## src/include/cache_params.svh

```systemverilog
// size macros for the two-way write-back cache
// included by the package and by every RTL block that sizes arrays or fields
`ifndef CACHE_PARAMS_SVH
`define CACHE_PARAMS_SVH

// byte address width
`define CACHE_ADDR_W 32

// byte offset inside a 32-byte line
`define CACHE_OFFSET_W 5

// set index for 8 sets
`define CACHE_INDEX_W 3

// two ways per set since the LRU is a single bit
`define CACHE_WAYS 2

// bytes per line with one byte enable each
`define CACHE_LINE_BYTES 32

`endif
```

## src/design/cache_pkg.sv

```systemverilog
// shared field vectors, request, strobe and status structs
// and the controller state encoding of the cache
`default_nettype none

package cache_pkg;

    `include "cache_params.svh"

    // address fields
    typedef logic [`CACHE_ADDR_W-1:0] addr_t;
    typedef logic [`CACHE_ADDR_W-`CACHE_INDEX_W-`CACHE_OFFSET_W-1:0] tag_t;
    typedef logic [`CACHE_INDEX_W-1:0] index_t;

    // line payload and its byte mask
    typedef logic [`CACHE_LINE_BYTES*8-1:0] line_t;
    typedef logic [`CACHE_LINE_BYTES-1:0] byte_en_t;

    // one bit per way
    typedef logic [`CACHE_WAYS-1:0] way_mask_t;

    // cpu request as held by the latch
    typedef struct packed {
        addr_t    addr;
        line_t    wdata;
        byte_en_t be;
        logic     write;
    } cpu_req_t;

    // controller strobes shared by all ways
    typedef struct packed {
        logic compare_en;
        logic write_hit;
        logic fill;
    } way_ctrl_t;

    // per-way view of the addressed set
    typedef struct packed {
        logic  hit;
        logic  dirty;
        tag_t  tag;
        line_t data;
    } way_status_t;

    typedef enum logic [1:0] {
        ST_IDLE,
        ST_COMPARE,
        ST_WRITE_BACK,
        ST_FILL
    } cache_state_t;

endpackage

`default_nettype wire

```

## src/design/cache_way.sv

```systemverilog
// one cache way with tag, valid, dirty and data arrays for all sets,
// the tag compare for the addressed set and its byte write enables
`timescale 1ns/1ns
`default_nettype none

`include "cache_params.svh"

module cache_way import cache_pkg::*; (
    input  logic        clk,
    input  logic        reset_i,
    input  tag_t        tag_i,
    input  index_t      index_i,
    input  cpu_req_t    req_i,
    input  way_ctrl_t   ctrl_i,
    input  logic        victim_i,
    input  line_t       fill_data_i,
    output way_status_t status_o
);

    localparam int SETS = 2**`CACHE_INDEX_W;

    // storage
    tag_t              tag_q   [SETS];
    line_t             data_q  [SETS];
    logic [SETS-1:0]   valid_q;
    logic [SETS-1:0]   dirty_q;

    logic     hit;
    logic     fill_en;
    logic     write_en;
    byte_en_t write_mask;
    line_t    write_src;
    line_t    line_next;

    // compare only while the controller says so
    assign hit = ctrl_i.compare_en && valid_q[index_i] && (tag_q[index_i] == tag_i);

    // fill goes to the victim way only
    assign fill_en  = ctrl_i.fill && victim_i;
    assign write_en = ctrl_i.write_hit && hit;

    // whole line on fill and cpu byte mask on write hit
    always_comb begin
        if (fill_en) begin
            write_mask = '1;
            write_src  = fill_data_i;
        end else if (write_en) begin
            write_mask = req_i.be;
            write_src  = req_i.wdata;
        end else begin
            write_mask = '0;
            write_src  = req_i.wdata;
        end
    end

    // merge new bytes over the stored line
    always_comb begin
        line_next = data_q[index_i];
        for (int b = 0; b < `CACHE_LINE_BYTES; b++) begin
            if (write_mask[b]) begin
                line_next[b*8 +: 8] = write_src[b*8 +: 8];
            end
        end
    end

    always_ff @(posedge clk) begin
        if (|write_mask) begin
            data_q[index_i] <= line_next;
        end
        if (fill_en) begin
            tag_q[index_i] <= tag_i;
        end
    end

    // fill sets valid and clears dirty while a write hit sets dirty
    always_ff @(posedge clk) begin
        if (reset_i) begin
            valid_q <= '0;
            dirty_q <= '0;
        end else if (fill_en) begin
            valid_q[index_i] <= 1'b1;
            dirty_q[index_i] <= 1'b0;
        end else if (write_en) begin
            dirty_q[index_i] <= 1'b1;
        end
    end

    assign status_o.hit   = hit;
    assign status_o.dirty = dirty_q[index_i];
    assign status_o.tag   = tag_q[index_i];
    assign status_o.data  = data_q[index_i];

    // controller must never fill while this way reports a hit
    a_no_hit_on_fill: assert property (@(posedge clk) disable iff (reset_i)
        !(hit && ctrl_i.fill))
        else $error("way hit during fill");

endmodule

`default_nettype wire

```

## config.mk

```make
export PLATFORM = sky130hd
export DESIGN_NAME = cache_way
export DESIGN_NICKNAME = d
export VERILOG_FILES = /design/src/design/cache_pkg.sv /design/src/design/cache_way.sv
export VERILOG_INCLUDE_DIRS = /design/src /design/src/include
export SDC_FILE = /design/constraint.sdc
export NUM_CORES = 2
export LEC_CHECK = 0
export BUFFER_PORTS_ARGS = -buffer_cell sky130_fd_sc_hd__buf_2
export CAP_MARGIN = 30
export CELL_PAD_IN_SITES_DETAIL_PLACEMENT = 1
export CELL_PAD_IN_SITES_GLOBAL_PLACEMENT = 2
export CORE_ASPECT_RATIO = 1.75
export CORE_MARGIN = 2
export CORE_UTILIZATION = 39
export CTS_BUF_LIST = sky130_fd_sc_hd__clkbuf_16
export CTS_CLUSTER_SIZE = 14
export DETAILED_ROUTE_END_ITERATION = 8
export GPL_TIMING_DRIVEN = 0
export PLACE_DENSITY_LB_ADDON = 0.1
export SYNTH_ARGS = -nofsm -noshare
export SYNTH_HDL_FRONTEND = slang
export SYNTH_SLANG_ARGS = --single-unit
```

## constraint.sdc

```tcl
create_clock -name clk -period 16.9 [get_ports clk]
set_input_delay 4.225 -clock clk [delete_from_list [all_inputs] [get_ports clk]]
set_output_delay 4.225 -clock clk [all_outputs]
set_load 0.01 [all_outputs]
```

# After elaboration in Yosys (flattened, before gate mapping)
# Memories as Yosys holds them, arrays and structs flattened.
# Cells that the tools add are included.
dict set report word_totals {
  n_memories 2
  output_inout_bits 282
  wordCells 65
  regBits 16
  ram_bits 2240
}
# name depth word_bits read_ports rd_clocked_by_memory_dff wr line
set mem_list {}
lappend mem_list {data_q 8 256 1 0 1 cache_way.sv:24} ;# line_t data_q [SETS];
lappend mem_list {tag_q 8 24 1 0 1 cache_way.sv:23} ;# tag_t tag_q [SETS];
dict set report classes {
  n_lt_le_gt_ge 2
  bitwise 4
  mux 47
  n_eq_ne 1
  reduce_logical 7
}
# cell count
set op_table {}
lappend op_table {{$mux W8} 34}
lappend op_table {{$mux W256} 1}
lappend op_table {{$mux W32} 2}
lappend op_table {{$reduce_or A32 Y1} 1}
lappend op_table {{$eq A24 B24 Y1} 1}
lappend op_table {{$or A8 B8 Y8} 2}
lappend op_table {{$and A8 B8 Y8} 1}
lappend op_table {{$not A8 Y8} 1}
lappend op_table {{$mux W1} 7}
lappend op_table {{$bmux W1 S3} 2}
lappend op_table {{$logic_and A1 B1 Y1} 5}
lappend op_table {{$lt A3 B4 Y1 const B} 1}
lappend op_table {{$demux W1 S3} 1}
lappend op_table {{$ge A3 B1 Y1 const B} 1}
lappend op_table {{$reduce_bool A2 Y1} 1}

# Depth between registers and ports, before layout
dict set report depth {
  depth_word 10
  ltp_mapped 15
  ltp_nobuf 9
}

# Worst setup path after synthesis
# Ideal clock, no wire load.
dict set report synth_timing {
  kind {input-to-reg}
  start {input port index_i[0]}
  end {memory data_q[0][0] (netlist name), enable pin}
  setup_ns 0.877
  required_time_ns 16.023
  t_arrival_ns 17.390
  cell_stages 9
  n_path_buf 1
  slack_ns -1.367
  path_cell_list {buf_6 mux4_2 nor2_2 nor3_1 or4_1 or4b_4 nor4_4 a21oi_2 nor2_1}
}
dict set report synth_between {
  elab_chain_len 10
  word_cells_on_any_way 12
  cone_classes {eq/ne: 1; mux: 6; reduce/logical: 4; memory: 1}
}
# item line
set synth_rtl {}
lappend synth_rtl {{start: declaration} cache_way.sv:12} ;# input index_t index_i,
lappend synth_rtl {{parallel branches: the longest is 3 deep, another holds $mem_v2 Z8 W24} -}
lappend synth_rtl {{$logic_and A1 B1 Y1 (*)} cache_way.sv:36} ;# assign hit = ctrl_i.compare_en && valid_q[index_i] && (tag_q[index_i] == tag_i);
lappend synth_rtl {{net hit} cache_way.sv:28} ;# logic hit;
lappend synth_rtl {{$logic_and A1 B1 Y1 (*)} cache_way.sv:40} ;# assign write_en = ctrl_i.write_hit && hit;
lappend synth_rtl {{$mux W32 (*)} cache_way.sv:47} ;# end else if (write_en) begin
lappend synth_rtl {{$mux W32 (*)} cache_way.sv:44} ;# if (fill_en) begin
lappend synth_rtl {{$reduce_or A32 Y1 (*)} cache_way.sv:67} ;# if (|write_mask) begin
lappend synth_rtl {{$mux W1 (*)} cache_way.sv:67}
lappend synth_rtl {{$mux W1 (implied by the code) (*)} cache_way.sv:68} ;# data_q[index_i] <= line_next;
lappend synth_rtl {{end: declaration} cache_way.sv:24}
# Mark *: on every way through the listed nets, which the timed path passes. The select of a mux whose other input is x is not followed.

==> results.ini <==
[worst_setup_path]
slowest_delay_ps = 800
regToRegSetupSlack_ps = 10870
critPathMaxFanout = 10
arrival_ps = 9020
start_kind = input port
reg2reg_depth = 11
cpMaxStageDelayCell = nor2_1
cp-end-kind = output pin
critPathRequiredTime_ps = 12680
cp_common_cell = buf_6
crit_type = in -> out
cp_cell_sequence = buf_6 -> buf_6 -> buf_4 -> nand2_1 -> nor2_1 -> buf_6 -> clkbuf_1 -> clkbuf_1 -> buf_8 -> a22oi_1 -> nand3_1 -> buf_2

[routing]
viasPerCell = 6.28
ant_nets = 0
first_pass_iters = 7
drt-initial-drc-count = 8926
drc = 0
via_count = 64600
routed_wl_um = 448000
wl_per_cell_um = 43.6

[synth]
yosysWarnings = 0
synth_edf_count = 2240
synth-seq-area-share_pct = 75.3
synthesis.area_mm2 = 0.0897
synth_area_leader_cell = edfxtp_1
synth.avg_cell_area_um2 = 16.2
synth.top_cell.area_share_pct = 75.0
yosys-top-cells-area = edfxtp_1 75%, a22oi_1 4.1%, nor3_1 3.1%
async_flop_share_pct = 0
synth_ff_type = edfxtp_1
ys_types = 55
ys_ff_latch = 2256
synthCells = 5546
synthesis.nets = 6156

[global_route]
grt_pass1_vias = 64000
grt_pass1_wl_um = 584000
grt_use_total_pct = 37.5
antenna_found_initial = 86
grt_max_degree = 26
overflow = 0

[clock_tree]
ctsHoldBuffers = 0
cts-buffers-inserted = 212
clk_latency_ps = 900
cts_buffer_depth = 4
cts_root_buf = clkbuf_16
h-tree-depth = 4
tritoncts = done
cts_sinks = 2256
postCtsSetupBuffers = 0
clkTransAtPathRegs_ps = 60
cts-resized-gates = 0

[place]
place_ws_ps = 3770
dp_hpwl_um = 342000
placed_cell_area_mm2 = 0.104
place_congestion = 0.941
io_buffer_count = 853

[timing]
worst_slew_margin_rel_pct = 22.2
finalHoldViolCount = 0
slew_viol_final = 0
setup_violations = 0
finalClockSkew_ps = 42.6
period_share_pct = 78.4
worstMarginPinSlew_ps = 1160
setup_ws_ps = 3650
timing.fmax_mhz = 75.5
rsz0062_at_grt = no
finalCriticalPeriod_ps = 13250

[min_path]
whs_path_depth = 2
hp-class = reg -> reg

[finish]
final_common_cell = edfxtp_1
final_core_util_pct = 48.3
drive_gt1_share_pct = 26.3
final_cell_mix = 2240 x edfxtp_1, 899 x buf_2, 536 x nor3_1, 495 x a22oi_1, 397 x nor2_1
nets = 7633
syn2layout_area_growth_pct = 23.5
stdcell_area_mm2 = 0.111

[floorplan]
fp.dieArea_mm2 = 0.234
fp.dieW_um = 367
start_util_pct = 39.1
rows = 233
ioPinCount = 892
die_h_um = 639
core_area_mm2 = 0.229

[power_and_ir_drop]
power_leakage_nw = 37.8
powerDensity_mw_per_mm2 = 110
ir_drop_v = 0.0000870

[status]
status = complete, no violations

[flow_run]
max-cap-violations = 0

-- logic make-up after synthesis --
logic type / share of synthesized area [%]
compound gates: 8.06
buf+inv: 2.02
flops: 75.3
xor+xnor: 0.0976
mux: 5.09
simple gates: 9.42
-- layer usage --
layer,global-route usage (%),vias to the layer above,share of wire (%)
met4,27.7,22,9.0
met2,59.1,4380,46
met5,0,-,0.031
met1,45.5,33700,36
met3,8.19,1007,9.8
li1,-,25500,-
-- stage by stage --
stage	total power [W]	instances	TNS, ps	hold WS, ps
floorplan	0.00699	5546	-2799070	435
global placement	0.00769	9454	-	444
detailed placement	0.00776	9840	0	462
CTS	0.0122	10200	0	477
global route	0.0124	10200	0	496
finish	0.0122	10300	0	475
-- registers in the layout, summed over array words and instances, names as in the netlist, named ones only --
| name | flops |
|---|---|
| data_q | 2048 |
| tag_q | 192 |
| valid_q | 8 |
-- cells in the mapped netlist (34+ instances only) --
cell / instances
a22o_1: 52
mux4_2: 69
a221o_1: 36
nor3_1: 547
buf_1: 45
nand4_1: 95
a221oi_1: 110
nand2_1: 77
nand3_1: 84
clkbuf_1: 274
nor2_1: 406
mux2_2: 84
o21ai_0: 73
a22oi_1: 495
buf_4: 41
nor3b_1: 256
edfxtp_1: 2240
o221ai_1: 34
mux2i_1: 201
a21oi_1: 81
-- path summary, 6_finish.rpt --
check | start | end
worst max-delay path | index_i[0] | status_o[159]
worst min-delay path | valid_q[1] | valid_q[1]
worst max register to register | tag_q[1][8] | data_q[4][233]
worst min register to register | valid_q[1] | valid_q[1]
-- cell type report --
cell class	instances	area, um2
Sequential cell	2256	67600
Fill cell	22400	119000
Tap cell	3055	3820
Buffer	399	1850
Clock inverter	148	833
Inverter	14	52.6
Clock buffer	216	5410
Multi-Input combinational cell	2877	20500
Timing Repair Buffer	1263	10700
Antenna cell	59	148
-- power breakdown --
group	internal [W]	total, W	switching [W]
Sequential	0.00634	0.00635	0.0000189
Combinational	0.000374	0.00132	0.000949
Clock	0.00240	0.00452	0.00212
Total	0.00911	0.0122	0.00309
-- critical path: cells and delay by family --
kind	cells	cell delay [ps]
compound gates	1	100
buf+inv	8	2780
simple gates	3	1880
Power figures use the tool's default switching activity.
