File: config.mk
export PLATFORM = sky130hd
export DESIGN_NAME = cache_request_latch
export DESIGN_NICKNAME = d
export VERILOG_FILES = /design/src/design/cache_pkg.sv /design/src/design/cache_request_latch.sv
export VERILOG_INCLUDE_DIRS = /design/src /design/src/include
export SDC_FILE = /design/constraint.sdc
export NUM_CORES = 1
export LEC_CHECK = 0
export BUFFER_PORTS_ARGS = -buffer_cell sky130_fd_sc_hd__buf_2
export CORE_AREA = 5 5 256 258
export CTS_CLUSTER_SIZE = 28
export DETAILED_ROUTE_END_ITERATION = 8
export DIE_AREA = 0 0 261 263
export HOLD_SLACK_MARGIN = 0.02
export SLEW_MARGIN = 40
export SYNTH_ARGS = -nofsm -noshare
export SYNTH_HDL_FRONTEND = slang
export SYNTH_SLANG_ARGS = --single-unit
File: constraint.sdc
create_clock -name clk -period 0.8 [get_ports clk]
set_input_delay 0.12 -clock clk [delete_from_list [all_inputs] [get_ports clk]]
set_output_delay 0.12 -clock clk [all_outputs]
set_load 0.01 [all_outputs]
File: src/include/cache_params.svh
// size macros for the two-way write-back cache
// included by the package and by every RTL block that sizes arrays or fields
`ifndef CACHE_PARAMS_SVH
`define CACHE_PARAMS_SVH

// byte address width
`define CACHE_ADDR_W 32

// byte offset inside a 32-byte line
`define CACHE_OFFSET_W 5

// set index for 8 sets
`define CACHE_INDEX_W 3

// two ways per set since the LRU is a single bit
`define CACHE_WAYS 2

// bytes per line with one byte enable each
`define CACHE_LINE_BYTES 32

`endif
File: src/design/cache_pkg.sv
// shared field vectors, request, strobe and status structs
// and the controller state encoding of the cache
`default_nettype none

package cache_pkg;

    `include "cache_params.svh"

    // address fields
    typedef logic [`CACHE_ADDR_W-1:0] addr_t;
    typedef logic [`CACHE_ADDR_W-`CACHE_INDEX_W-`CACHE_OFFSET_W-1:0] tag_t;
    typedef logic [`CACHE_INDEX_W-1:0] index_t;

    // line payload and its byte mask
    typedef logic [`CACHE_LINE_BYTES*8-1:0] line_t;
    typedef logic [`CACHE_LINE_BYTES-1:0] byte_en_t;

    // one bit per way
    typedef logic [`CACHE_WAYS-1:0] way_mask_t;

    // cpu request as held by the latch
    typedef struct packed {
        addr_t    addr;
        line_t    wdata;
        byte_en_t be;
        logic     write;
    } cpu_req_t;

    // controller strobes shared by all ways
    typedef struct packed {
        logic compare_en;
        logic write_hit;
        logic fill;
    } way_ctrl_t;

    // per-way view of the addressed set
    typedef struct packed {
        logic  hit;
        logic  dirty;
        tag_t  tag;
        line_t data;
    } way_status_t;

    typedef enum logic [1:0] {
        ST_IDLE,
        ST_COMPARE,
        ST_WRITE_BACK,
        ST_FILL
    } cache_state_t;

endpackage

`default_nettype wire

File: src/design/cache_request_latch.sv
// holds one cpu request from its strobe until the next one
// and splits the held address into the tag and set fields used by the ways
`timescale 1ns/1ns
`default_nettype none

`include "cache_params.svh"

module cache_request_latch import cache_pkg::*; (
    input  logic     clk,
    input  logic     reset_i,
    input  logic     req_valid_i,
    input  cpu_req_t req_i,
    output cpu_req_t req_o,
    output tag_t     tag_o,
    output index_t   index_o,
    output logic     start_o
);

    cpu_req_t req_q;
    logic     start_q;

    // request payload loaded only on the strobe
    always_ff @(posedge clk) begin
        if (req_valid_i) begin
            req_q <= req_i;
        end
    end

    // start follows the capture edge by one cycle
    always_ff @(posedge clk) begin
        if (reset_i) begin
            start_q <= 1'b0;
        end else begin
            start_q <= req_valid_i;
        end
    end

    assign req_o   = req_q;
    assign start_o = start_q;

    // tag is everything above the set index
    assign tag_o = req_q.addr[`CACHE_ADDR_W-1 -: $bits(tag_t)];

    // set index sits right above the line offset
    assign index_o = req_q.addr[`CACHE_OFFSET_W +: `CACHE_INDEX_W];

endmodule

`default_nettype wire

== After elaboration in Yosys (flattened, before gate mapping) ==
Cells that the tools add are included.

* Flip-flop bits (word level): 322
* Output and inout bits: 349

== Longest topological paths before layout ==
Gate-level depths: netlist of run 1.

* Depth after elaboration: 0
* Depth in mapped cells: 1
* Mapped depth without buffers: 1

== Worst setup path after synthesis of run 1 ==
OpenSTA, ideal clock, no wires.

* Path type: register to output
* Start point: register req_q (netlist bit index_o[0])
* End point: output req_o[294] (netlist bit)
* Arrival: 0.578 ns
* Data required time: 0.680 ns
* Setup slack: 0.102 ns
* Stages on the path, launching flop included: 2
* Path buffers: 1
* Cells stage by stage: edfxtp_1 -> buf_4

{| class="wikitable"
|+ RTL lines
! what !! RTL line !! text
|-
| start, declared || cache_request_latch.sv:19 || <nowiki>cpu_req_t req_q;</nowiki>
|-
| start signal, assigned || cache_request_latch.sv:25 || <nowiki>req_q <= req_i;</nowiki>
|-
| end, declared || cache_request_latch.sv:13 || <nowiki>output cpu_req_t req_o,</nowiki>
|}

No word-level cell between the ends.

== Worst setup path after layout of run 1 ==
* Start point: register req_q (netlist bit req_o[16])
* End point: output req_o[16] (netlist bit)

No word-level cell between the ends.

==> impl_metrics.tcl, run 1 <==
set metrics [dict create \
    status "complete, but fails checks" \
    violations "setup timing" \
    numPlacedInstances 1881 \
    htree_num_levels 2 \
    die_x_um 261 \
    start_util 0.157 \
    synth_compound_area_frac 0 \
    p_leak_nw 7.97 \
    synthTopCellsByArea "edfxtp_1 98%, buf_4 2.1%, dfxtp_1 0.20%" \
    synth_edf_count 321 \
    synth_commonest_cells "321 x edfxtp_1, 27 x buf_4, 1 x dfxtp_1, 1 x nor2b_4" \
    cts_made_buffers 36 \
    final_cells 2271 \
    crit_fanout 1 \
    worst_pin_slew_ns 0.361 \
    peakVddDrop_v 0.00169 \
    rows 92 \
    ys_seq_elements 322 \
    cp.buffers_inverters 1 \
    ys_types 4 \
    path_clk_slew_ns 0.06 \
    antenna_left 0 \
    min_period_ns 1.28 \
    detail_route.iter0.violations 370 \
    drive_above_1_share 0.534 \
    grt_pass1_vias 8739 \
    pwr-share-comb 0.128 \
    cp.required_ns 0.68 \
    yosys_warnings 0 \
    slew_headroom 0.760 \
    avgSynthCellArea_um2 28.2 \
    end_kind "primary output" \
    yosys_most_used_dff "edfxtp_1" \
    rsz0062_at_grt "yes" \
    antenna_found_initial 12 \
    powerDensity_nw_per_um2 2140 \
    yosys.area.top_type "edfxtp_1" \
    period_share 1.60 \
    grt-ovfl-total 0 \
    worstPathArrival_ns 1.16 \
    p_int_mw 31.4 \
    cpPeakStageDelay_ns 0.46 \
    max-cap-violations 0 \
    cp_cell_sequence "buf_2" \
    area_growth_pct 92.7 \
    slowest_stage "edfxtp_1" \
    synth-xor-area-share 0 \
    vias 7727 \
    post-synth-top-area-fraction 0.976 \
    synth.most_common_cell "edfxtp_1" \
    clockRootBuffer "clkbuf_16" \
    startpoint_type "register" \
    cts.sink_count 322 \
    wire_per_inst_um 17.4 \
    hold_ws_ns 0.154 \
    dp_hpwl_um 28200 \
    slew_violations 0 \
    die_y_um 263 \
    yosysSeqAreaShare 0.978 \
    grt_pass1_wl_um 54900 \
    pwr-share-clk 0.367 \
    design.core.area_um2 62700 \
    netlist_area_um2 9880 \
    muxShareOfSynthArea 0 \
    min-delay-start "req_valid_i" \
    grt_usage 0.107 \
    place_congestion 0.801 \
    crit_start "req_o[16]" \
    grt_max_degree 26 \
    p_sw_mw 9.35 \
    fmax_ghz 0.781 \
    synth_fp_nets 674 \
    synth-simple-area-share 0.00139 \
    cts_tree "built" \
    synthAdderAreaFrac 0 \
    path_delay_family "flip-flops" \
    pin_count 673 \
    async_reset_ff_frac 0 \
    synth_top_family_by_area "buffers and inverters" \
    first_pass_iters 4 \
    setup_ws_ns -0.480 \
    power_switching_share 0.229 \
    drc 0 \
    fin_util 0.303 \
    crit_type "reg2out" \
    num-nets-final 1721 \
    synthesis.instances 350 \
    final_hold_viol_count 0 \
    viasPerCell 3.40 \
    seqPwrFrac 0.505 \
    clock_path_buffers 3 \
    routed_wl_um 39500 \
    setup_violations 352 \
    dieArea_um2 68600 \
    hp-class "in2reg" \
    port_buffers 672 \
]
-- final timing paths --
path                endpoint  slack (ns)  cells past startpoint
setup / recovery   req_o[16]       -0.48                      1
hold / removal    req_o[200]        0.15                      2
-- power by group through the flow --
stage | logic, mW | registers, mW | clock network (mW)
2_1_floorplan | 0.208 | 21.5 | 0
3_3_place_gp | 3.73 | 20.8 | 0
3_5_place_dp | 3.77 | 20.9 | 0
4_1_cts | 5.15 | 20.6 | 15.5
5_1_grt | 5.56 | 20.7 | 16.3
6_report | 5.23 | 20.6 | 14.9
-- state kept, by name (all words and copies together) (netlist names) --
register  count
start_o       1
req_o       318
index_o       3
-- cells by family after synthesis --
group | count (synthesis)
flip-flops | 322
buffers and inverters | 27
AND/OR/NAND/NOR | 1
-- layout make-up --
cell class	instances	area, um2
antenna	5	12.5
clock buffer	48	967
clock inverter	13	72.6
fill	6060	43700
multi-input combinational	1	13.8
sequential	322	9660
tap	846	1060
timing repair buffer	1036	7250
-- routing by layer --
layer  vias up  global-route usage  part of all wire
li1       3477                   -                 -
met1      3680               0.105              0.34
met2       466               0.196              0.52
met3        92              0.0449              0.11
met4        12              0.0413             0.031
met5         -                   0            0.0019
-- placed cells by master, fill, tap and decap left out --
master         netlist  routed
buf_8                0       1
dfxtp_2              0       1
buf_12               0       6
buf_2                0     630
buf_6                0      41
buf_4               27      34
diode_2              0       5
dlygate4sd3_1        0     324
clkinvlp_4           0       1
edfxtp_1           321     321
clkinv_1             0       6
clkbuf_16            0      37
clkinv_2             0       4
clkbuf_1             0      11
nor2b_4              1       1
inv_8                0       2
-- through the flow --
step / TNS, ns / setup WS [ns] / area (um2) / total power, mW
2_1_floorplan: 0 / 0.102 / 9880 / 21.7
3_3_place_gp: -30.85 / -0.134 / 14500 / 24.6
3_5_place_dp: -35.33 / -0.147 / 14500 / 24.6
4_1_cts: -173.94 / -0.556 / 18900 / 41.2
5_1_grt: -152.49 / -0.558 / 19000 / 42.6
6_report: -130.63 / -0.480 / 19000 / 40.7
-- repair_timing --
action,4_1_cts,5_1_grt
setup buffers,0,0
hold buffers,323,2
setup endpoints to repair,349,490
resized for setup,38,28
hold endpoints to repair,332,7
Power figures use the tool's default switching activity.
==> run 2: changes to the inputs <==
--- a/config.mk
+++ b/config.mk
@@ -12,6 +12,7 @@
 export DETAILED_ROUTE_END_ITERATION = 8
 export DIE_AREA = 0 0 261 263
 export HOLD_SLACK_MARGIN = 0.02
+export PLACE_DENSITY = 0.36
 export SLEW_MARGIN = 40
 export SYNTH_ARGS = -nofsm -noshare
 export SYNTH_HDL_FRONTEND = slang
==> impl_metrics.tcl, run 2 (synthesis results as in run 1) <==
set metrics [dict create \
    status "complete, but fails checks" \
    violations "setup timing" \
    worstPathArrival_ns 1.17 \
    area_growth_pct 93.0 \
    start_util 0.157 \
    routed_wl_um 37300 \
    clock_path_buffers 3 \
    power_switching_share 0.222 \
    place_congestion 0.755 \
    cpPeakStageDelay_ns 0.47 \
    pwr-share-comb 0.121 \
    whs_path_depth 3 \
    pwr-share-clk 0.395 \
    antenna_left 0 \
    postCtsSetupRepairBufs 0 \
    antenna_found_initial 3 \
    port_buffers 672 \
    rows 92 \
    path_depth 1 \
    cts_tree "built" \
    vias 7418 \
    crit_fanout 2 \
    period_share 1.61 \
    dp_hpwl_um 28200 \
    slew_violations 0 \
    cp.required_ns 0.68 \
    detail_route.iter0.violations 235 \
    cts_made_buffers 37 \
    grt_pass1_vias 8494 \
    first_pass_iters 4 \
    p_int_mw 32.9 \
    slowest_stage "edfxtp_1" \
    viasPerCell 3.28 \
    die_y_um 263 \
    powerDensity_nw_per_um2 2220 \
    fmax_ghz 0.775 \
    dieArea_um2 68600 \
    setup_ws_ns -0.490 \
    wire_per_inst_um 16.5 \
    drc 0 \
    path_clk_slew_ns 0.06 \
    final_cell_mix "643 x buf_2, 324 x dlygate4sd3_1, 321 x edfxtp_1, 37 x clkbuf_16, 28 x buf_6" \
    worst_pin_slew_ns 0.482 \
    design.core.area_um2 62700 \
    num-nets-final 1715 \
    end_kind "primary output" \
    clockRootBuffer "clkbuf_16" \
    rsz0062_at_grt "yes" \
    tns_ns -127.93 \
    slew_headroom 0.678 \
    hp-class "in2reg" \
    max-cap-violations 0 \
    grt_max_degree 31 \
    cts.sink_count 322 \
    drive_above_1_share 0.538 \
    cp.buffers_inverters 1 \
    grt-ovfl-total 0 \
    fillCellCount 6334 \
    dp_slack_ns -0.192 \
    final_common_cell "buf_2" \
    pin_count 673 \
    path_delay_family "flip-flops" \
    p_sw_mw 9.39 \
    largest_reg_flops 318 \
    peakVddDrop_v 0.00138 \
    seqPwrFrac 0.484 \
    grt_usage 0.102 \
    crit_type "reg2out" \
    startpoint_type "register" \
    multi_input_area_um2 13.8 \
    min_period_ns 1.29 \
    die_x_um 261 \
    cp_cell_sequence "buf_2" \
    grt_pass1_wl_um 52500 \
    final_hold_viol_count 0 \
    htree_num_levels 2 \
    seq_area_um2 9660 \
    p_leak_nw 8.00 \
    setup_violations 353 \
]
[run 2: cell types whose count changed in the layout (fill, tap and decap cells not counted), sizes merged]
cell / delta
clkbuf: -5
bufinv: +5
inv: -2
diode: -4
clkinv: +6
buf: -7
[run 2: area by class of cell]
| type | count | area share |
|---|---|---|
| sequential | 322 | 0.507 |
| timing repair buffer | 1029 | 0.375 |
| tap | 846 | 0.0555 |
| clock buffer | 43 | 0.0498 |
| clock inverter | 22 | 0.0124 |
| multi-input combinational | 1 | 0.000722 |
| antenna | 1 | 0.000131 |
[run 2: path summary, 6_finish.rpt]
check / from / slack, ns / endpoint
worst min-delay path: req_valid_i / 0.14 / req_o[149]
worst max-delay path: req_o[302] / -0.49 / tag_o[5]
[run 2: per-stage QoR]
stage	instance area (um2)	hold slack (ns)	total power, mW	std cells	utilization
after global placement	14500	0.297	24.6	1874	0.230
after CTS	18900	0.107	43.1	2262	0.302
final	19100	0.141	42.3	2264	0.304
after detailed placement	14500	0.298	24.6	1874	0.230
after global routing	19100	0.124	44.2	2264	0.304
after floorplan	9880	0.184	21.7	350	-
[run 2: per-layer routing]
metal  part of all wire  vias up  global-route usage
li1                   -     3468                   -
met1               0.34     3496               0.101
met2               0.53      380               0.191
met3              0.091       70              0.0376
met4              0.032        4              0.0382
met5            0.00056        -                   0
[run 2: timing repair]
item	CTS	global route
hold buffers	323	2
cloned	0	0
gates resized for setup	17	26
endpoints found under the hold margin	326	1
endpoints found under the setup margin	349	354
[run 2: power by group through the flow]
stage / Sequential [mW] / Clock (mW) / Combinational [mW]
2_1_floorplan: 21.5 / 0 / 0.208
3_3_place_gp: 20.8 / 0 / 3.78
3_5_place_dp: 20.8 / 0 / 3.77
4_1_cts: 20.5 / 17.5 / 5.13
5_1_grt: 20.6 / 18.1 / 5.45
6_report: 20.5 / 16.7 / 5.10
