## src/include/cache_params.svh

```systemverilog
// size macros for the two-way write-back cache
// included by the package and by every RTL block that sizes arrays or fields
`ifndef CACHE_PARAMS_SVH
`define CACHE_PARAMS_SVH

// byte address width
`define CACHE_ADDR_W 32

// byte offset inside a 32-byte line
`define CACHE_OFFSET_W 5

// set index for 8 sets
`define CACHE_INDEX_W 3

// two ways per set since the LRU is a single bit
`define CACHE_WAYS 2

// bytes per line with one byte enable each
`define CACHE_LINE_BYTES 32

`endif
```

## src/design/cache_pkg.sv

```systemverilog
// shared field vectors, request, strobe and status structs
// and the controller state encoding of the cache
`default_nettype none

package cache_pkg;

    `include "cache_params.svh"

    // address fields
    typedef logic [`CACHE_ADDR_W-1:0] addr_t;
    typedef logic [`CACHE_ADDR_W-`CACHE_INDEX_W-`CACHE_OFFSET_W-1:0] tag_t;
    typedef logic [`CACHE_INDEX_W-1:0] index_t;

    // line payload and its byte mask
    typedef logic [`CACHE_LINE_BYTES*8-1:0] line_t;
    typedef logic [`CACHE_LINE_BYTES-1:0] byte_en_t;

    // one bit per way
    typedef logic [`CACHE_WAYS-1:0] way_mask_t;

    // cpu request as held by the latch
    typedef struct packed {
        addr_t    addr;
        line_t    wdata;
        byte_en_t be;
        logic     write;
    } cpu_req_t;

    // controller strobes shared by all ways
    typedef struct packed {
        logic compare_en;
        logic write_hit;
        logic fill;
    } way_ctrl_t;

    // per-way view of the addressed set
    typedef struct packed {
        logic  hit;
        logic  dirty;
        tag_t  tag;
        line_t data;
    } way_status_t;

    typedef enum logic [1:0] {
        ST_IDLE,
        ST_COMPARE,
        ST_WRITE_BACK,
        ST_FILL
    } cache_state_t;

endpackage

`default_nettype wire

```

## src/design/cache_control.sv

```systemverilog
// miss-handling FSM running tag compare, optional dirty writeback and line fill
// before comparing again; drives way strobes, memory requests and the cpu response
`timescale 1ns/1ns
`default_nettype none

module cache_control import cache_pkg::*; (
    input  logic      clk,
    input  logic      reset_i,
    input  logic      start_i,
    input  logic      write_i,
    input  logic      hit_i,
    input  logic      victim_dirty_i,
    input  logic      pmem_resp_i,
    output way_ctrl_t ctrl_o,
    output logic      write_back_o,
    output logic      pmem_read_o,
    output logic      pmem_write_o,
    output logic      resp_valid_o
);

    cache_state_t state_q;
    cache_state_t state_d;

    always_ff @(posedge clk) begin
        if (reset_i) begin
            state_q <= ST_IDLE;
        end else begin
            state_q <= state_d;
        end
    end

    // next state
    always_comb begin
        state_d = state_q;
        case (state_q)
            ST_IDLE: begin
                if (start_i) begin
                    state_d = ST_COMPARE;
                end
            end
            ST_COMPARE: begin
                // a hit answers now and a miss needs memory
                if (hit_i) begin
                    state_d = ST_IDLE;
                end else if (victim_dirty_i) begin
                    state_d = ST_WRITE_BACK;
                end else begin
                    state_d = ST_FILL;
                end
            end
            ST_WRITE_BACK: begin
                if (pmem_resp_i) begin
                    state_d = ST_FILL;
                end
            end
            ST_FILL: begin
                // line lands in the victim way at this edge
                if (pmem_resp_i) begin
                    state_d = ST_COMPARE;
                end
            end
            default: begin
                state_d = ST_IDLE;
            end
        endcase
    end

    // way strobes
    assign ctrl_o.compare_en = (state_q == ST_COMPARE);
    assign ctrl_o.write_hit  = (state_q == ST_COMPARE) && write_i;
    assign ctrl_o.fill       = (state_q == ST_FILL) && pmem_resp_i;

    // memory requests held for the whole state
    assign write_back_o = (state_q == ST_WRITE_BACK);
    assign pmem_write_o = (state_q == ST_WRITE_BACK);
    assign pmem_read_o  = (state_q == ST_FILL);

    // response in the compare cycle that hits
    assign resp_valid_o = (state_q == ST_COMPARE) && hit_i;

    // memory only answers a pending request
    a_resp_with_request: assert property (@(posedge clk) disable iff (reset_i)
        pmem_resp_i |-> (pmem_read_o || pmem_write_o))
        else $error("memory response without a pending request");

    // requester may not strobe again before the response
    a_start_when_idle: assert property (@(posedge clk) disable iff (reset_i)
        start_i |-> (state_q == ST_IDLE))
        else $error("request strobe while busy");

endmodule

`default_nettype wire

```

## config.mk

```make
export PLATFORM = sky130hd
export DESIGN_NAME = cache_control
export DESIGN_NICKNAME = d
export VERILOG_FILES = /design/src/design/cache_pkg.sv /design/src/design/cache_control.sv
export VERILOG_INCLUDE_DIRS = /design/src /design/src/include
export SDC_FILE = /design/constraint.sdc
export NUM_CORES = 1
export LEC_CHECK = 0
export ABC_AREA = 1
export BUFFER_PORTS_ARGS = -buffer_cell sky130_fd_sc_hd__buf_4
export CAP_MARGIN = 20
export CORE_AREA = 10 10 47 49
export DETAILED_ROUTE_END_ITERATION = 10
export DIE_AREA = 0 0 57 59
export HOLD_SLACK_MARGIN = 0.12
export SYNTH_ARGS = -nofsm -noshare
export SYNTH_HDL_FRONTEND = slang
export SYNTH_SLANG_ARGS = --single-unit
```

## constraint.sdc

```tcl
create_clock -name clk -period 1.7 [get_ports clk]
set_input_delay 0.085 -clock clk [delete_from_list [all_inputs] [get_ports clk]]
set_output_delay 0.085 -clock clk [all_outputs]
set_load 0.005 [all_outputs]
```

==> After elaboration in Yosys (flattened, before gate mapping) <==
Index checks and enable logic that the tools add are counted.
{ "word_totals": {"wordCells": 18, "out_inout_bits": 7, "reg_bits": 2} }
{ "op_classes": {"n_reduce_logical": 5, "eq_ne": 6, "n_mux": 6} }
{ "ops": {"columns": ["op", "count"], "rows": [
  ["2-bit 2-to-1 mux", 4],
  ["2-bit case mux with 4 select lines", 1],
  ["2-bit != test (second input constant)", 3],
  ["2-bit == test (second input constant)", 2],
  ["1-bit logical AND", 3],
  ["3-bit AND reduction", 1],
  ["2-bit by 1-bit == test with 1-bit output (second input constant)", 1],
  ["2-bit logical NOT", 1],
  ["1-bit 2-to-1 mux", 1]
]} }

==> Longest topological paths before layout <==
Gate-level depths: netlist of the first run.
{ "logic_depth": {"depth_word": 3, "depth_mapped": 7, "mapped_depth_nobuf": 7} }

==> Least setup slack after synthesis of the first run <==
No wires, ideal clock.
{ "synth_timing": {"kind": "reg2reg", "startpoint": "reg state_q[1]", "endpoint": "reg state_q[0]", "synth_period_minus_slack_ns": 1.189, "stages_incl_launch_ff": 8, "arrival_time_ns": 1.076, "setup_time_ns": 0.113, "path_slack_ns": 0.511, "path_buffers": 0, "cell_sequence": "dfxtp_1 bufinv_8 ha_1 inv_1 nor2_1 nand2_1 nor2_1 nor2_1"} }
{ "synth_via": {"elab_chain_cells": 3, "word_cells_on_any_way": 9, "classes_between": "eq/ne: 6; mux: 1; reduce/logical: 2"} }
{ "synth_rtl": {"columns": ["element", "line_no", "rtl"], "rows": [
  ["from (decl)", "cache_control.sv:21", "cache_state_t state_q;"],
  ["from (signal assigned)", "cache_control.sv:28", "state_q <= state_d;"],
  ["2-bit == test or 2-bit logical NOT (tied branches)", "cache_control.sv:35", "case (state_q)"],
  ["2-bit != test (no source line)", null, null],
  ["3-bit AND reduction (no source line)", null, null]
]} }
Parallel ways exist; a longest one is shown, timed or not.
A chain may end at the register's enable or synchronous reset.

==> results of run 1 <==
[kinds of logic (layout without fill, tap and decap cells)]
family	Yosys count	in the layout
compound gates	1	1
fa+ha+maj	5	5
buf+inv	12	28
flops	2	2
simple gates	20	20
[critical path: stages, from the launching register on]
cell and delay, ns:
dfxtp_1 0.37, bufinv_8 0.20, ha_1 0.22, nand2_1 0.07, inv_1 0.03, buf_4 0.12
[metal layers]
metal	global-route usage, %	share of wire [%]	vias to the layer above	wire, µm
met5	0	0	-	0
met4	2.01	3.8	0	21
met3	3.22	8.6	2	48
met2	5.12	38	10	210
met1	4.03	50	93	277
li1	-	-	144	-
[layout make-up]
class,instances,share of cell area (%)
sequential,2,9.76
inverter,11,16.8
clock buffer,3,5.49
timing repair buffer,14,26.2
tap,16,4.88
multi-input combinational,26,36.9
[cell usage in the layout (no fill, tap or decap)]
cell type       n
nand3_2         1
inv_1           9
dfxtp_1         2
a21oi_1         1
bufinv_8        2
nand2_2         1
buf_4          13
clkbuf_4        3
nand2_1        12
nor2_1          6
ha_1            5
dlygate4sd3_1   1
[worst max path at each step]
stage                             to  slack (ns)  cells after the start
after floorplan           state_q[0]        0.51                      7
after global placement    state_q[0]        0.43                      7
after detailed placement  state_q[0]        0.43                      7
after CTS                  ctrl_o[1]        0.35                      5
after global routing       ctrl_o[1]        0.26                      5
final                      ctrl_o[1]        0.37                      5
[power by group through the flow]
stage / clock [mW] / sequential [mW] / combinational (mW)
2_1_floorplan: 0 / 0.0861 / 0.283
3_3_place_gp: 0 / 0.0919 / 0.391
3_5_place_dp: 0 / 0.0926 / 0.391
4_1_cts: 0.110 / 0.0919 / 0.395
5_1_grt: 0.118 / 0.0939 / 0.452
6_report: 0.103 / 0.0909 / 0.383
[through the flow]
step / worst slack (ns) / util [%] / hold WS, ns
after floorplan: 0.511 / - / 0.240
after global placement: 0.431 / 27.0 / 0.335
after detailed placement: 0.430 / 27.0 / 0.334
after CTS: 0.348 / 29.3 / 0.243
after global routing: 0.263 / 29.3 / 0.293
final: 0.374 / 29.3 / 0.243
==> results.yml, run 1 <==
status:
  status: "finished clean"
yosys:
  synth_compound_area_share_pct: 1.87
  syn-num-nets: 52
  yosysTopAreaCellShare_pct: 23.4
  synth_fa_ha_area_share_pct: 23.4
  synthMostInstantiatedCell: "nand2_1"
  yosysTopAreaCell: "ha_1"
  synth-xor-area-share_pct: 0
  yosys_warnings: 0
  async_flop_share_pct: 0
  synth.distinct_cells: 10
  synthMuxAreaShare_pct: 0
  syn_inst: 40
  synth_edf_count: 0
  avgSynthCellArea_um2: 6.69
  yosysSeqAreaShare_pct: 15.0
  synth.area.top_cells: "ha_1 23%, nand2_1 17%, dfxtp_1 15%, bufinv_8 13%, inv_1 13%"
  synth-simple-area-share_pct: 31.3
  netlist_area_um2: 268
  synth_flop_cell: "dfxtp_1"
  ys_seq_elements: 2
  synth_top_family_by_area: "simple AND/OR/NAND/NOR gates"
  synth_commonest_cells: "12 x nand2_1, 9 x inv_1, 6 x nor2_1"
routing:
  drc_errors: 0
  initialDrtViolationCount: 0
  num_vias: 249
  firstDrtPassIters: 1
  final_antenna_net_count: 0
  post_drt_wl_per_cell_um: 7.75
  viasPerCell: 3.46
  wl_um: 558
power_and_ir_drop:
  seq_power_share_pct: 15.8
  max-vdd-ir-drop_mv: 0.479
  combPwrFrac_pct: 66.4
  power.internal_mw: 0.366
  p_leak_nw: 0.259
  clkPwrFrac_pct: 17.8
  power_switching_mw: 0.210
  switching_share_pct: 36.5
  cellPowerDensity_nw_per_um2: 1400
  power.total_mw: 0.577
final_layout:
  regArea_um2: 40.0
  fin_cells: 72
  drive_above_1_share_pct: 35.7
  area_growth_pct: 53.3
  reg_top3: "state_q (2)"
  largest-register: "state_q"
  multi_input_area_um2: 151
  fillerInstances: 162
  final_cell_area_um2: 410
  largest_reg_flops: 2
  num_antenna_cells: 0
  nets: 70
min_path:
  min_path_cells: 6
  hp-class: "input pin to register"
  min_from: "victim_dirty_i"
  min_to: "state_q[0]"
setup_path:
  r2r_start: "state_q[1]"
  reg2reg_depth: 7
  rrSetupSlack_ns: 0.44
  crit_path_end_kind: "output pin"
  required_ns: 1.62
  worstPathArrival_ns: 1.24
  cp_max_fo: 5
  cp-start-kind: "register"
  crit_type: "register to output pin"
  timing.rr.end: "state_q[0]"
  startpoint: "state_q[1]"
global_route:
  grt_max_degree: 6
  overflow: 0
  track_usage_pct: 3.80
  grt_antenna_before_repair: 0
  grt_pass1_wl_mm: 1.01
  grt_pass1_vias: 253
clocking:
  worstSkewPairLatency_ns: 0.22
  cts.clk_slew.worst_paths_ns: 0.03
  clock-sinks: 2
  cts_tree: "built"
  clock-root-buffer: "clkbuf_4"
  cts_resized: 0
  h-tree-depth: 1
  cts_setup_buffers: 0
  hold_buffers: 1
  cts_made_buffers: 3
  cts.path.max_buffers: 2
placement:
  placed_area_um2: 378
  port_buffers: 13
  dp_cells: 68
  gp_congestion: 0.748
  hpwl_um: 487
sta:
  slew_violations: 0
  finalSetupViolations: 0
  finClkSkew_ns: 0.00229
  min_period_ns: 1.33
  rsz0062_at_grt: "no"
  relSlewSlack_pct: 89.1
  finalSetupTns_ns: 0
  period_share_pct: 78.0
  worst_pin_slew_ns: 0.163
  hold_viol_final: 0
  timing.fmax_ghz: 0.754
floorplan:
  die_h_um: 59
  io_pins: 14
  die_x_um: 57
  rows: 14
  initial_core_util_pct: 19.1
  dieArea_um2: 3360
  coreArea_um2: 1400
flow_run:
  cap_violations: 0
(Power assumes the default switching activity.)
==> run 2, diff against run 1 <==
clock period = 1.3 ns   (was 1.7 ns; I/O delays follow)
==> run 2 against run 1 <==
Sequential cell count unchanged. Hold slack lost 0.025 ns. Register-to-register slack got worse by 0.29 ns. Routed wire length increased by 5.2%. Critical path depth stayed put. Highest routed layer is now met3. Final cell count rose by 2.8%. Clock power up 27%. Clock skew down 0.0012 ns. Critical endpoint unchanged. Utilization is 2.3 points higher. Global-route usage is essentially flat.
==> results.yml, run 2 (synthesis gave the netlist of run 1 again) <==
status:
  status: "finished clean"
final_layout:
  reg_top3: "state_q (2)"
  final_util_pct: 31.6
  num_antenna_cells: 0
  final_common_cell: "buf_4"
  largest-register: "state_q"
  drive_above_1_share_pct: 44.8
  final_cell_area_um2: 443
  largest_reg_flops: 2
  area_growth_pct: 65.4
  final_cell_mix: "15 x buf_4, 12 x nand2_1, 9 x inv_1"
  nets: 72
power_and_ir_drop:
  max-vdd-ir-drop_mv: 0.644
  p_leak_nw: 0.270
  power.internal_mw: 0.537
  combPwrFrac_pct: 71.0
  switching_share_pct: 35.7
  power_switching_mw: 0.298
  seq_power_share_pct: 13.3
  cellPowerDensity_nw_per_um2: 1890
  clkPwrFrac_pct: 15.7
setup_path:
  worstPathArrival_ns: 1.12
  cp-start-kind: "register"
  rrSetupSlack_ns: 0.15
  required_ns: 1.24
  critical_path.top_delay_family: "buffers and inverters"
  cp_max_fo: 5
  crit_path_end_kind: "output pin"
  startpoint: "state_q[1]"
  path_buf_inv: 3
  slowest_stage: "dfxtp_2"
  crit_type: "register to output pin"
  r2r_start: "state_q[0]"
  crit_path_cell_trace: "bufinv_8 > ha_2 > nand2_1 > inv_1 > buf_4"
  cpPeakStageDelay_ns: 0.31
clocking:
  clock-root-buffer: "clkbuf_4"
  cts_tree: "built"
  cts_setup_buffers: 0
  cts_made_buffers: 3
  cts.clk_slew.worst_paths_ns: 0.03
  worstSkewPairLatency_ns: 0.22
  clock-sinks: 2
  h-tree-depth: 1
  cts.path.max_buffers: 2
min_path:
  min_from: "victim_dirty_i"
  hp-class: "input pin to register"
sta:
  timing.fmax_ghz: 0.843
  min_period_ns: 1.19
  finalSetupTns_ns: 0
  finalSetupViolations: 0
  slew_violations: 0
  worst_pin_slew_ns: 0.139
  rsz0062_at_grt: "no"
  relSlewSlack_pct: 90.7
  period_share_pct: 91.3
  finClkSkew_ns: 0.00106
  hold_viol_final: 0
  fin_hold_ws_ns: 0.218
global_route:
  overflow: 0
  grt_max_degree: 6
  track_usage_pct: 3.76
  grt_pass1_wl_mm: 1.06
  grt_pass1_vias: 288
  grt_antenna_before_repair: 0
routing:
  final_antenna_net_count: 0
  drc_errors: 0
  num_vias: 260
  routed.top_layer: "met3"
  wl_um: 587
  route.met2.wl_um: 283
  firstDrtPassIters: 2
  initialDrtViolationCount: 1
  wl_met1_um: 248
  route.met3.wl_um: 55
  post_drt_wl_per_cell_um: 7.93
  viasPerCell: 3.51
floorplan:
  die_h_um: 59
  initial_core_util_pct: 19.1
  dieArea_um2: 3360
  rows: 14
  io_pins: 14
  coreArea_um2: 1400
  die_x_um: 57
placement:
  port_buffers: 13
  gp_congestion: 0.764
  hpwl_um: 528
  placed_area_um2: 393
flow_run:
  cap_violations: 0
run 2: changes by cell type in the layout (fill, tap and decap cells not counted), sizes merged:
cell / delta
buf: +2
run 2: routing by layer:
layer	vias to the layer above	GRT usage (%)
met3	0	0.858
met4	0	3.02
met1	104	4.15
met5	-	0
li1	148	-
met2	8	6.05
run 2: through the flow:
step                      std cells  power [mW]  setup slack, ns
after floorplan                  40       0.482            0.111
after CTS                        74       0.817           0.0418
final                            74       0.836            0.113
after detailed placement         70       0.680           0.0887
after global routing             74       0.960           0.0245
after global placement           70       0.670            0.124
run 2: worst paths after layout:
| kind | endpoint | cells past startpoint |
|---|---|---|
| worst max-delay path | ctrl_o[1] | 5 |
| worst min-delay path | state_q[0] | 6 |
| worst max register to register | state_q[0] | 7 |
| worst min register to register | state_q[1] | 4 |
run 2: timing repair:
item / in CTS / in global routing
endpoints found under the setup margin: 0 / 3
resized for setup: 0 / 4
hold buffers: 1 / 0
endpoints found under the hold margin: 2 / 0
run 2: power by group through the flow:
stage | Sequential [mW] | Clock [mW] | Combinational [mW]
floorplan | 0.113 | 0 | 0.369
global placement | 0.103 | 0 | 0.567
detailed placement | 0.107 | 0 | 0.573
CTS | 0.106 | 0.135 | 0.576
global route | 0.118 | 0.151 | 0.691
finish | 0.111 | 0.131 | 0.593
run 2: worst reg2reg max path: cells and delay by family (launching register included):
family	cells	cell delay, ns
fa+ha+maj	1	0.24
buf+inv	2	0.22
flops	1	0.31
simple gates	4	0.27
run 2: final cells by class:
| class | instances | area [µm²] |
|---|---|---|
| multi-input combinational | 26 | 166 |
| clock buffer | 3 | 22.5 |
| sequential | 2 | 42.5 |
| timing repair buffer | 16 | 123 |
| tap | 16 | 20.0 |
| fill | 166 | 958 |
| inverter | 11 | 68.8 |
==> run 3, diff against run 2 <==
CELL_PAD_IN_SITES_DETAIL_PLACEMENT = 1   (was default)
CELL_PAD_IN_SITES_GLOBAL_PLACEMENT = 2   (was default)
CORE_AREA = default   (was 10 10 47 49)
CORE_MARGIN = 10   (was default)
CORE_UTILIZATION = 19   (was default)
CTS_BUF_LIST = sky130_fd_sc_hd__clkbuf_8 sky130_fd_sc_hd__clkbuf_16   (was default)
DIE_AREA = default   (was 0 0 57 59)
PLACE_DENSITY_LB_ADDON = 0.1   (was default)
==> run 3 against run 2 <==
Final area up 3.4%. Non-clock buffer count up 1. Combinational power up 3.4%. Critical path type is now register to register. Maximum frequency down 1.3%. Routed wire length up 29%. Hold slack better by 0.0033 ns. Die area down 1.6%. Power up 16%. Sequential power up 5%. Register-to-register slack worse by 0.05 ns. Highest routed layer unchanged. First-iteration DRC count down 100%. Critical path depth up 2.
==> results.yml, run 3 (synthesis gave the netlist of run 1 again) <==
global_route:
  grt_antenna_before_repair: 0
  track_usage_pct: 4.85
  grt_max_degree: 6
  grt_pass1_vias: 324
  overflow: 0
  grt_pass1_wl_mm: 1.30
routing:
  initialDrtViolationCount: 0
  final_antenna_net_count: 0
  viasPerCell: 3.86
  drc_errors: 0
  post_drt_wl_per_cell_um: 10.2
  num_vias: 286
  wl_um: 757
  firstDrtPassIters: 1
power_and_ir_drop:
  seq_power_share_pct: 12.0
  power_switching_mw: 0.329
  switching_share_pct: 34.0
  combPwrFrac_pct: 63.2
  power.internal_mw: 0.640
  max-vdd-ir-drop_mv: 0.673
  cellPowerDensity_nw_per_um2: 2120
  clkPwrFrac_pct: 24.8
  p_leak_nw: 0.281
setup_path:
  crit_path_end_kind: "register"
  required_ns: 1.40
  cp_max_fo: 4
  crit_type: "register to register"
  cp-start-kind: "register"
  startpoint: "state_q[0]"
  r2r_start: "state_q[0]"
  worstPathArrival_ns: 1.30
final_layout:
  num_antenna_cells: 0
  final_cell_mix: "16 x buf_4, 12 x nand2_1, 9 x inv_1"
  largest-register: "state_q"
  area_growth_pct: 71.0
  fillerInstances: 170
  nets: 73
  final_common_cell: "buf_4"
  fin_cells: 74
  reg_top3: "state_q (2)"
  drive_above_1_share_pct: 45.8
  final_cell_area_um2: 458
  largest_reg_flops: 2
clocking:
  cts_tree: "built"
  cts_made_buffers: 3
  cts.clk_slew.worst_paths_ns: 0.03
  clock-root-buffer: "clkbuf_8"
  h-tree-depth: 1
  worstSkewPairLatency_ns: 0.21
  clock-sinks: 2
  cts.path.max_buffers: 2
sta:
  rsz0062_at_grt: "yes"
  worst_pin_slew_ns: 0.165
  fin_hold_ws_ns: 0.221
  relSlewSlack_pct: 89.0
  finalSetupViolations: 0
  timing.fmax_ghz: 0.832
  finClkSkew_ns: 0.00220
  hold_viol_final: 0
  min_period_ns: 1.20
  period_share_pct: 92.5
  slew_violations: 0
floorplan:
  io_pins: 14
  dieArea_um2: 3310
  die_x_um: 57.5
  die_h_um: 57.5
  initial_core_util_pct: 20.3
  coreArea_um2: 1320
  rows: 13
placement:
  placed_area_um2: 384
  hpwl_um: 630
  dp_cells: 68
  gp_congestion: 0.725
  port_buffers: 13
flow_run:
  cap_violations: 0
status:
  status: "finished clean"
min_path:
  min_from: "victim_dirty_i"
  hp-class: "input pin to register"
==> run 3: path summary, 6_finish.rpt <==
kind	to	slack, ns	depth (start not counted)
setup / recovery	state_q[0]	0.1	7
hold / removal	state_q[0]	0.22	6
setup reg to reg	state_q[0]	0.1	7
hold reg to reg	state_q[1]	0.65	4
==> run 3: per-layer routing <==
layer | share of wire (%) | global-route usage [%]
met3 | 11 | 3.98
met1 | 43 | 4.85
met4 | 0 | 1.01
met5 | 0 | 0
met2 | 46 | 7.67
==> run 3: what timing repair did <==
item	CTS	global route
hold buffers	1	0
hold endpoints to repair	2	0
setup buffers	0	2
endpoints found under the setup margin	0	4
gates resized for setup	0	4
==> run 3: per-stage QoR <==
stage	utilization [%]	setup TNS, ns	worst slack (ns)	total power, mW
after floorplan	-	0	0.111	0.482
after CTS	33.0	0	0.0171	0.934
final	34.8	0	0.0978	0.969
after global routing	34.8	-0.0140	-0.0140	1.08
after global placement	29.2	0	0.0482	0.666
after detailed placement	29.2	0	0.0188	0.674
==> run 3: critical path, cell delays in order (launching register included) <==
cell      delay, ns
dfxtp_2        0.33
bufinv_8       0.18
ha_1           0.27
inv_1          0.05
nor2_1         0.09
nand2_1        0.06
nor2_2         0.07
nor2_1         0.04
==> run 3: power by group through the flow <==
stage | Combinational [mW] | Sequential (mW) | Clock (mW)
floorplan | 0.369 | 0.113 | 0
global placement | 0.552 | 0.114 | 0
detailed placement | 0.558 | 0.115 | 0
CTS | 0.566 | 0.114 | 0.253
global route | 0.706 | 0.121 | 0.257
finish | 0.613 | 0.116 | 0.240
==> run 3: layout make-up <==
| cell class | instances | area [µm²] | area share (%) |
|---|---|---|---|
| flip-flops and latches | 2 | 42.5 | 9.29 |
| inverters | 11 | 68.8 | 15.0 |
| clock buffers | 3 | 41.3 | 9.02 |
| repair buffers | 17 | 130 | 28.4 |
| well taps | 15 | 18.8 | 4.10 |
| multi-input cells | 26 | 156 | 34.2 |
